[config.mk]
export PLATFORM = sky130hd
export DESIGN_NAME = fp16Multiplier
export DESIGN_NICKNAME = d
export VERILOG_FILES = /design/src/design/fp16Pkg.sv /design/src/design/countLeadingZeros.sv /design/src/design/fp16Unpack.sv /design/src/design/significandMultiply.sv /design/src/design/roundPack.sv /design/src/design/fp16Multiplier.sv
export SDC_FILE = /design/constraint.sdc
export NUM_CORES = 1
export LEC_CHECK = 0
export BUFFER_PORTS_ARGS = -buffer_cell sky130_fd_sc_hd__buf_4
export CORE_ASPECT_RATIO = 0.8
export CORE_MARGIN = 1.5
export CORE_UTILIZATION = 60
export DETAILED_ROUTE_END_ITERATION = 16
export GPL_TIMING_DRIVEN = 0
export PLACE_DENSITY = 0.78
export SYNTH_ARGS = -nofsm -noshare
export SYNTH_HDL_FRONTEND = slang
export SYNTH_SLANG_ARGS = --single-unit
[constraint.sdc]
create_clock -name clk -period 7.05 [get_ports clk]
set_input_delay 1.41 -clock clk [delete_from_list [all_inputs] [get_ports clk]]
set_output_delay 1.41 -clock clk [all_outputs]
set_load 0.01 [all_outputs]
[src/design/fp16Pkg.sv]
`default_nettype none

package fp16Pkg;

   // fp16 field layout
   localparam int expWidth = 5;
   localparam int manWidth = 10;
   localparam int expBias = 15;

   // significand with the hidden bit in front
   localparam int sigWidth = manWidth + 1;

   typedef struct packed {
      logic sign;
      logic [expWidth-1:0] exponent;
      logic [manWidth-1:0] fraction;
   } fp16T;

   typedef enum logic [2:0] {
      clsZero,
      clsSubnormal,
      clsNormal,
      clsInfinity,
      clsNan
   } fpClassT;

   // unbiased exponent wide enough for sums from -48 up to +31
   typedef logic signed [7:0] expT;

   // full 11 by 11 significand product
   typedef logic [2*sigWidth-1:0] prodT;

   typedef struct packed {
      logic invalid;
      logic overflow;
      logic underflow;
      logic inexact;
   } fpFlagsT;

   // canonical quiet NaN returned for every NaN outcome
   localparam fp16T quietNan = 16'h7E00;

endpackage

`default_nettype wire

[src/design/countLeadingZeros.sv]
`timescale 1ns/10ps
`default_nettype none

module countLeadingZeros
#(
   parameter int inWidth = 10
)
(
   input  wire logic [inWidth-1:0]               in,
   output logic      [$clog2(inWidth + 1) - 1:0] count
);

   localparam int countWidth = $clog2(inWidth + 1);

   // walk upward so the highest set bit has the final say
   always_comb
   begin
      count = countWidth'(inWidth);
      for (int i = 0; i < inWidth; i++)
      begin
         if (in[i])
         begin
            count = countWidth'(inWidth - 1 - i);
         end
      end

      // an all-zero input is the only case that reaches inWidth
      if (count == countWidth'(inWidth))
      begin
         assert (in == '0)
            else $error("leading zero count %0d for nonzero input %b", count, in);
      end
      else
      begin
         assert ((count < countWidth'(inWidth)) && in[inWidth-1-count]
                 && ((in >> (inWidth - count)) == '0))
            else $error("leading zero count %0d does not fit input %b", count, in);
      end
   end

endmodule

`default_nettype wire

[src/design/fp16Unpack.sv]
`timescale 1ns/10ps
`default_nettype none

module fp16Unpack
(
   input  wire logic                           clk,
   input  wire logic                           reset,
   input  wire logic                           inValid,
   input  wire fp16Pkg::fp16T                  a,
   input  wire fp16Pkg::fp16T                  b,
   output logic                                unpValid,
   output logic                                signA,
   output logic                                signB,
   output fp16Pkg::fpClassT                    classA,
   output fp16Pkg::fpClassT                    classB,
   output fp16Pkg::expT                        expA,
   output fp16Pkg::expT                        expB,
   output logic [fp16Pkg::sigWidth-1:0]        sigA,
   output logic [fp16Pkg::sigWidth-1:0]        sigB
);

   import fp16Pkg::*;

   localparam int lzWidth = $clog2(manWidth + 1);

   logic [lzWidth-1:0] lzA;
   logic [lzWidth-1:0] lzB;

   function automatic fpClassT classOf(input fp16T x);
      if (x.exponent == '0)
      begin
         return (x.fraction == '0) ? clsZero : clsSubnormal;
      end
      if (x.exponent == '1)
      begin
         return (x.fraction == '0) ? clsInfinity : clsNan;
      end
      return clsNormal;
   endfunction

   // a subnormal moves its leading one up to the hidden position,
   // so its exponent drops by the same shift below -14
   function automatic expT expOf(input fp16T x, input logic [lzWidth-1:0] lz);
      if (x.exponent == '0)
      begin
         return expT'(1 - expBias) - expT'(lz) - expT'(1);
      end
      return expT'({3'b000, x.exponent}) - expT'(expBias);
   endfunction

   function automatic logic [sigWidth-1:0] sigOf(input fp16T x,
                                                 input logic [lzWidth-1:0] lz);
      if (x.exponent == '0)
      begin
         return {1'b0, x.fraction} << (lz + 1'b1);
      end
      return {1'b1, x.fraction};
   endfunction

   countLeadingZeros #(.inWidth(manWidth)) u_lzA (.in(a.fraction), .count(lzA));
   countLeadingZeros #(.inWidth(manWidth)) u_lzB (.in(b.fraction), .count(lzB));

   always_ff @(posedge clk)
   begin
      if (reset)
      begin
         unpValid <= 1'b0;
      end
      else
      begin
         unpValid <= inValid;
      end
   end

   always_ff @(posedge clk)
   begin
      if (inValid)
      begin
         signA  <= a.sign;
         signB  <= b.sign;
         classA <= classOf(a);
         classB <= classOf(b);
         expA   <= expOf(a, lzA);
         expB   <= expOf(b, lzB);
         sigA   <= sigOf(a, lzA);
         sigB   <= sigOf(b, lzB);
      end
   end

   // finite nonzero operands leave this stage with the hidden bit set
   assert property (@(posedge clk) disable iff (reset)
      unpValid && (classA inside {clsNormal, clsSubnormal}) |-> sigA[sigWidth-1]);
   assert property (@(posedge clk) disable iff (reset)
      unpValid && (classB inside {clsNormal, clsSubnormal}) |-> sigB[sigWidth-1]);

endmodule

`default_nettype wire

[src/design/significandMultiply.sv]
`timescale 1ns/10ps
`default_nettype none

module significandMultiply
(
   input  wire logic                           clk,
   input  wire logic                           reset,
   input  wire logic                           unpValid,
   input  wire logic                           signA,
   input  wire logic                           signB,
   input  wire fp16Pkg::fpClassT               classA,
   input  wire fp16Pkg::fpClassT               classB,
   input  wire fp16Pkg::expT                   expA,
   input  wire fp16Pkg::expT                   expB,
   input  wire logic [fp16Pkg::sigWidth-1:0]   sigA,
   input  wire logic [fp16Pkg::sigWidth-1:0]   sigB,
   output logic                                mulValid,
   output logic                                mulSign,
   output fp16Pkg::expT                        mulExp,
   output fp16Pkg::prodT                       mulProd,
   output fp16Pkg::fpClassT                    mulSpecial,
   output logic                                mulInvalid
);

   import fp16Pkg::*;

   logic    anyNan;
   logic    anyInf;
   logic    anyZero;
   fpClassT specialNext;
   logic    invalidNext;

   assign anyNan  = (classA == clsNan) || (classB == clsNan);
   assign anyInf  = (classA == clsInfinity) || (classB == clsInfinity);
   assign anyZero = (classA == clsZero) || (classB == clsZero);

   // NaN wins over everything, then infinity times zero, then the rest
   always_comb
   begin
      specialNext = clsNormal;
      invalidNext = 1'b0;
      if (anyNan)
      begin
         specialNext = clsNan;
      end
      else if (anyInf && anyZero)
      begin
         specialNext = clsNan;
         invalidNext = 1'b1;
      end
      else if (anyInf)
      begin
         specialNext = clsInfinity;
      end
      else if (anyZero)
      begin
         specialNext = clsZero;
      end
   end

   always_ff @(posedge clk)
   begin
      if (reset)
      begin
         mulValid <= 1'b0;
      end
      else
      begin
         mulValid <= unpValid;
      end
   end

   always_ff @(posedge clk)
   begin
      if (unpValid)
      begin
         mulSign    <= signA ^ signB;
         mulExp     <= expA + expB;
         mulProd    <= prodT'(sigA) * prodT'(sigB);
         mulSpecial <= specialNext;
         mulInvalid <= invalidNext;
      end
   end

endmodule

`default_nettype wire

[src/design/roundPack.sv]
`timescale 1ns/10ps
`default_nettype none

module roundPack
(
   input  wire logic                  clk,
   input  wire logic                  reset,
   input  wire logic                  mulValid,
   input  wire logic                  mulSign,
   input  wire fp16Pkg::expT          mulExp,
   input  wire fp16Pkg::prodT         mulProd,
   input  wire fp16Pkg::fpClassT      mulSpecial,
   input  wire logic                  mulInvalid,
   output logic                       outValid,
   output fp16Pkg::fp16T              result,
   output fp16Pkg::fpFlagsT           flags
);

   import fp16Pkg::*;

   localparam int prodWidth = 2 * sigWidth;
   localparam int maxShift = 24;

   prodT                        normSig;
   logic signed [9:0]           biasedExp;
   logic                        isTiny;
   logic [4:0]                  shiftAmt;
   logic [prodWidth+maxShift-1:0] shiftWide;
   prodT                        alignedSig;
   logic                        guardBit;
   logic                        stickyBit;
   logic                        roundUp;
   logic                        isInexact;
   logic [expWidth-1:0]         expField;
   logic [expWidth+manWidth-1:0] magnitude;
   logic                        isOverflow;
   fp16T                        resultNext;
   fpFlagsT                     flagsNext;

   // the product lies in [1,4); bring its leading one up to bit 21
   always_comb
   begin
      if (mulProd[prodWidth-1])
      begin
         normSig   = mulProd;
         biasedExp = 10'(mulExp) + 10'(expBias) + 10'sd1;
      end
      else
      begin
         normSig   = {mulProd[prodWidth-2:0], 1'b0};
         biasedExp = 10'(mulExp) + 10'(expBias);
      end
   end

   assign isTiny = (biasedExp <= 10'sd0);

   always_comb
   begin
      if (!isTiny)
      begin
         shiftAmt = 5'd0;
      end
      else if (biasedExp < 10'sd1 - 10'(maxShift))
      begin
         shiftAmt = 5'(maxShift);
      end
      else
      begin
         shiftAmt = 5'(10'sd1 - biasedExp);
      end
   end

   // bits pushed out below the significand all land in the sticky part
   assign shiftWide  = {normSig, {maxShift{1'b0}}} >> shiftAmt;
   assign alignedSig = shiftWide[prodWidth+maxShift-1:maxShift];

   assign guardBit  = alignedSig[manWidth];
   assign stickyBit = (|alignedSig[manWidth-1:0]) || (|shiftWide[maxShift-1:0]);
   assign roundUp   = guardBit && (stickyBit || alignedSig[manWidth+1]);
   assign isInexact = guardBit || stickyBit;

   // a carry out of the fraction bumps the exponent field, which also
   // turns the largest subnormal into the smallest normal
   assign expField  = isTiny ? '0 : biasedExp[expWidth-1:0];
   assign magnitude = {expField, alignedSig[prodWidth-2:sigWidth]}
                      + (expWidth + manWidth)'(roundUp);

   assign isOverflow = !isTiny && ((biasedExp >= 10'sd31)
                       || (magnitude[expWidth+manWidth-1:manWidth] == '1));

   always_comb
   begin
      flagsNext = '0;
      case (mulSpecial)
         clsNan:
         begin
            resultNext        = quietNan;
            flagsNext.invalid = mulInvalid;
         end
         clsInfinity:
         begin
            resultNext = {mulSign, {expWidth{1'b1}}, {manWidth{1'b0}}};
         end
         clsZero:
         begin
            resultNext = {mulSign, {(expWidth + manWidth){1'b0}}};
         end
         default:
         begin
            if (isOverflow)
            begin
               resultNext         = {mulSign, {expWidth{1'b1}}, {manWidth{1'b0}}};
               flagsNext.overflow = 1'b1;
               flagsNext.inexact  = 1'b1;
            end
            else
            begin
               resultNext          = {mulSign, magnitude};
               flagsNext.inexact   = isInexact;
               flagsNext.underflow = isTiny && isInexact;
            end
         end
      endcase
   end

   always_ff @(posedge clk)
   begin
      if (reset)
      begin
         outValid <= 1'b0;
      end
      else
      begin
         outValid <= mulValid;
      end
   end

   always_ff @(posedge clk)
   begin
      if (mulValid)
      begin
         result <= resultNext;
         flags  <= flagsNext;
      end
   end

   // the strobe chain from the input must stay clean all the way down
   assert property (@(posedge clk) disable iff (reset) !$isunknown(outValid));

endmodule

`default_nettype wire

[src/design/fp16Multiplier.sv]
`timescale 1ns/10ps
`default_nettype none

module fp16Multiplier
(
   input  wire logic                clk,
   input  wire logic                reset,
   input  wire logic                inValid,
   input  wire fp16Pkg::fp16T       a,
   input  wire fp16Pkg::fp16T       b,
   output logic                     outValid,
   output fp16Pkg::fp16T            result,
   output fp16Pkg::fpFlagsT         flags
);

   import fp16Pkg::*;

   logic                unpValid;
   logic                signA;
   logic                signB;
   fpClassT             classA;
   fpClassT             classB;
   expT                 expA;
   expT                 expB;
   logic [sigWidth-1:0] sigA;
   logic [sigWidth-1:0] sigB;

   logic                mulValid;
   logic                mulSign;
   expT                 mulExp;
   prodT                mulProd;
   fpClassT             mulSpecial;
   logic                mulInvalid;

   fp16Unpack u_fp16Unpack (
      .clk      (clk),
      .reset    (reset),
      .inValid  (inValid),
      .a        (a),
      .b        (b),
      .unpValid (unpValid),
      .signA    (signA),
      .signB    (signB),
      .classA   (classA),
      .classB   (classB),
      .expA     (expA),
      .expB     (expB),
      .sigA     (sigA),
      .sigB     (sigB)
   );

   significandMultiply u_significandMultiply (
      .clk        (clk),
      .reset      (reset),
      .unpValid   (unpValid),
      .signA      (signA),
      .signB      (signB),
      .classA     (classA),
      .classB     (classB),
      .expA       (expA),
      .expB       (expB),
      .sigA       (sigA),
      .sigB       (sigB),
      .mulValid   (mulValid),
      .mulSign    (mulSign),
      .mulExp     (mulExp),
      .mulProd    (mulProd),
      .mulSpecial (mulSpecial),
      .mulInvalid (mulInvalid)
   );

   roundPack u_roundPack (
      .clk        (clk),
      .reset      (reset),
      .mulValid   (mulValid),
      .mulSign    (mulSign),
      .mulExp     (mulExp),
      .mulProd    (mulProd),
      .mulSpecial (mulSpecial),
      .mulInvalid (mulInvalid),
      .outValid   (outValid),
      .result     (result),
      .flags      (flags)
   );

endmodule

`default_nettype wire

# --- Yosys cells after proc, flatten, opt, wreduce, memory -nomap -nowiden ---
# Index checks and enable logic that the tools add are counted.
totals:
  input_bits: 35
  ff_bits: 104
op_classes:
  add_sub_neg: 13
  mul: 1
  order_cmp: 3
  n_shift: 3
  eq_ne: 9
  n_reduce_logical: 24
  mux: 62
  bitwise_logic: 1
op_table:
  columns: ["op", "count"]
  rows:
  - ["$mux W4", 18]
  - ["$pmux W16 S3", 1]
  - ["$shr A46 B5 Y45", 1]
  - ["$mux W3", 11]
  - ["$mux W8", 4]
  - ["$mux W10", 3]
  - ["$reduce_or A24 Y1", 1]
  - ["$mul A11 B11 Y22", 1]
  - ["$mux W11", 2]
  - ["$mux W22", 1]
  - ["$shl A10 B4 Y11", 2]
  - ["$logic_not A10 Y1", 2]
  - ["$sub A8 B2 Y8 const B", 2]
  - ["$add A15 B1 Y15", 1]
  - ["$eq A5 B5 Y1 const B", 3]
  - ["$mux W1", 15]
  - ["$mux W15", 1]
  - ["$mux W5", 3]
  - ["$sub A5 B4 Y6 const B", 2]
  - ["$sub A5 B5 Y6 const A", 2]
  - ["$add A9 B2 Y10 const B", 1]
  - ["$ge A10 B6 Y1 const B", 1]
  - ["$le A10 B1 Y1 const B", 1]
  - ["$logic_not A5 Y1", 2]
  - ["other kinds (17)", 35]

# --- Longest topological paths before layout ---
logic_depth:
  depth_word: 17
  mapped_depth: 26

# --- Cells and area by module ---
# Synthesis repeated with hierarchy kept, for this count alone.
hier_totals:
  hier_cells: 1401
  hier_area_um2: 12416.9
by_module_without_submodules:
  columns: ["mod", "n_inst", "area_each_um2", "cells_per_inst", "seq_area_each_um2"]
  rows:
  - ["significandMultiply", 1, 5592.9, 596, 1071.0]
  - ["roundPack", 1, 3822.4, 507, 620.6]
  - ["fp16Unpack", 1, 2806.4, 264, 1281.2]
  - ["countLeadingZeros", 2, 97.6, 17, 0.0]

# --- Worst setup path before layout ---
# OpenSTA, ideal clock, no wires.
synth_path:
  kind: "reg-to-reg"
  from: "reg u_fp16Unpack.sigB[4] (netlist bit)"
  to: "reg u_significandMultiply.mulProd[21], data pin"
  stages_incl_launch_ff: 26
  synth_period_minus_slack_ns: 5.687
  t_required_ns: 6.782
  arrival_time_ns: 5.419
  setup_time_ns: 0.268
  slack_ns: 1.363
  path_buffers: 1
  cell_sequence: "edfxtp_1 > clkbuf_1 > nand2_1 > fa_1 > inv_1 > ha_1 > fa_1 > ha_1 > inv_1 > fa_1 > inv_1 > ha_1 > nor2b_1 > o21ai_0 > a21boi_0 > o21ai_0 > a21boi_0 > o21ai_0 > a21boi_0 > o21a_1 > o21ai_0 > nand2b_1 > a31o_2 > a41o_1 > o41ai_1 > xnor2_1"
synth_between:
  elab_chain_len: 1
synth_lines:
  columns: ["item", "line", "rtl"]
  rows:
  - ["start, declared", "fp16Unpack.sv:19", "output logic [fp16Pkg::sigWidth-1:0] sigB"]
  - ["start signal, assigned", "fp16Unpack.sv:86", "sigB <= sigOf(b, lzB);"]
  - ["$mul A11 B11 Y22", "significandMultiply.sv:79", "mulProd <= prodT'(sigA) * prodT'(sigB);"]
  - ["end signal, assigned", "significandMultiply.sv:79", null]
  - ["end, declared", "significandMultiply.sv:20", "output fp16Pkg::prodT mulProd,"]
# Every way passes these cells.
# A chain may end at the register's enable or synchronous reset.

# --- Final worst setup path ---
layout_path:
  from: "reg u_fp16Unpack.sigB[2] (netlist bit)"
  to: "reg u_significandMultiply.mulProd[21], data pin"
# Same word-level chain as after synthesis.

==> reports/metrics.yaml <==
grt_pass1_wl_um: 47300
maxCapViolations: 0
r2r_slack_ps: 490
p_total_uw: 4400
antenna_found_initial: 0
p_per_area_nw_per_um2: 345
synth-compound-area-share_pct: 17.4
grt_start_max_net_pins: 46
synth_edf_count: 99
synth-simple-area-share_pct: 19.6
hold_depth: 1
gp_congestion: 0.964
drt_iter0_markers: 831
cp.required_ps: 7150
tightest_slew_ps: 936
cts_tree: "built"
start_util_pct: 61.8
htreeDepth: 3
yosys.area_share.adder_pct: 22.3
cts_buffers: 9
yosys-top-cells-area: "edfxtp_1 25%, fa_1 14%, ha_1 8.6%"
timing_worst_setup_path_type: "reg -> reg"
synth_seq_cells: 102
crit_start: "u_fp16Unpack.sigB[2]"
synth_nets: 1539
ir_drop_mv: 0.212
num_rows: 45
remaining_drc_errors: 0
clockBufferDepth: 2
max_freq_mhz: 152
finalCritPeriodShare_pct: 93.0
slew_headroom_pct: 37.4
cts.clk_slew.worst_paths_ps: 70
synth_xor_xnor_area_share_pct: 4.88
r2r-end: "u_significandMultiply.mulProd[21]"
drive_above_1_share_pct: 8.26
yosysSeqAreaShare_pct: 25.7
critPathMaxStageDelay_ps: 520
clock_skew_ps: 9.42
synth_top_family_by_area: "adder cells"
placed_cell_area_um2: 12500
wl_um: 28600
dieArea_um2: 20500
end_kind: "flop"
hold_viol: 0
cts_sinks: 102
holdWs_ps: 530
synthDistinctLibCells: 89
status: "completed"
cp_max_fo: 10
crit_cells: 25
synth_top_area_share_pct: 25.2
num_vias: 9978
r2r-start: "u_fp16Unpack.sigB[2]"
r2r_cells: 25
synth_ff_type: "edfxtp_1"
synth_area_leader_cell: "edfxtp_1"
cp_top_family: "compound AO/OA/AOI/OAI gates"
yosys_warnings: 0
place_inst: 1648
die_h_um: 128
synth_area_um2: 11800
async_flop_share_pct: 0
port_buffers: 48
syn_to_final_growth_pct: 8.36
nets: 1597
hold_class: "reg -> reg"
post_drt_wl_per_cell_um: 17.2
arrival_ps: 6660
final_cells: 1663
rsz0062_at_grt: "false"
grt-ovfl-total: 0
syn-instance-count: 1342
crit_path_start_kind: "flop"
hp-start: "u_significandMultiply.mulSign"
crit_buf_inv: 4
period_minus_slack_ps: 6560
ios: 56
cpMostUsedCell: "o21ai_0"
cts_root_buf: "clkbuf_16"
grt.total_usage_pct: 28.7
setup_viol: 0
synth.mux.area_fraction_pct: 3.69
via_per_inst: 6.00
final_antenna_net_count: 0
p_leak_uw: 0.00547
finalMaxSlewViolations: 0
finalSetupTns_ps: 0
antenna_cells: 0
die_x_um: 160
grt_pass1_vias: 9520
dp_hpwl_um: 22500
crit_slowest_cell: "clkbuf_1"
coreArea_um2: 19100
dr.pass1.iters: 5
whs_endpoint: "u_roundPack.result[15]"
clock_latency_ps: 360
synth_area_per_cell_um2: 8.79
final_cell_area_um2: 12800
==> cells in the mapped netlist, types with 12 or more instances <==
cell      instances
a211oi_1         14
o21ai_0          67
nor2b_1          18
xnor2_1          46
a31oi_1          12
nor2_1          100
xor2_1           16
inv_1           130
o211ai_1         14
nor3_1           47
a21oi_1          69
nand3_1          27
edfxtp_1         99
nand2_1         163
and2_1           62
clkbuf_1         52
fa_1             81
ha_1             81
mux2i_1          30
==> cells in the final DEF (no fill, tap or decap), drive strengths merged, types with 7 or more instances in the layout <==
cell	n
o21ai	73
or3	7
edfxtp	99
a31oi	12
nor3	50
and2	62
xnor2	46
nand2	163
inv	136
buf	61
mux2	8
a21oi	70
ha	81
nor2	101
o22ai	10
o211ai	15
nor2b	18
a221oi	7
a41oi	7
nand2b	9
clkbuf	60
nand3	27
mux2i	30
fa	81
and3	7
a211oi	14
a22oi	12
xor2	18
==> layout make-up <==
cell class / count / area [um2]
repair buffers: 48 / 360
inverters: 132 / 495
fillers: 1569 / 6310
plain buffers: 64 / 254
flip-flops and latches: 102 / 3030
clock inverters: 7 / 62.6
well taps: 258 / 323
multi-input cells: 1043 / 8020
clock buffers: 9 / 225
==> timing repair <==
item | in CTS | in global routing
resized for setup | 0 | 1
endpoints found under the setup margin | 0 | 9
setup buffers | 0 | 0
hold buffers | 0 | 0
==> sequential cells by signal, summed over array words and instances, names as in the netlist, 3 cells and up <==
name,cells
u_significandMultiply.mulProd,22
u_roundPack.result,16
u_fp16Unpack.sigA,11
u_fp16Unpack.sigB,11
u_significandMultiply.mulExp,8
u_fp16Unpack.expA,7
u_fp16Unpack.expB,7
u_roundPack.flags,4
u_fp16Unpack.classA,3
u_fp16Unpack.classB,3
u_significandMultiply.mulSpecial,3
==> cells by family after synthesis <==
group | Yosys count
mux | 40
flops | 102
xor+xnor | 64
compound gates | 300
fa+ha+maj | 162
simple gates | 477
buf+inv | 197
==> per-stage QoR <==
step           setup slack (ps)  util, %
3_3_place_gp                383     65.3
2_1_floorplan              1360        -
3_5_place_dp                405     65.4
6_report                    490     66.9
4_1_cts                     357     66.9
5_1_grt                    11.9     66.9
==> worst max path at each step <==
stage / slack, ps / to
after CTS: 360 / u_roundPack.result[8]
final: 490 / u_significandMultiply.mulProd[21]
after global placement: 380 / u_roundPack.result[4]
after global routing: 10 / u_roundPack.result[7]
after detailed placement: 410 / u_roundPack.result[8]
after floorplan: 1360 / u_significandMultiply.mulProd[21]
==> power by group <==
part | total [uW] | switching (uW) | internal [uW]
Clock | 489 | 240 | 248
Sequential | 979 | 81.1 | 898
Combinational | 2940 | 1690 | 1250
==> metal layers <==
layer	global-route usage (%)	vias to the layer above	routed length [um]
met4	8.88	0	560
met2	48.1	371	13500
met3	4.58	38	1890
met5	0	-	0
met1	38.8	4731	12600
li1	-	4838	-
(Power assumes the default switching activity.)
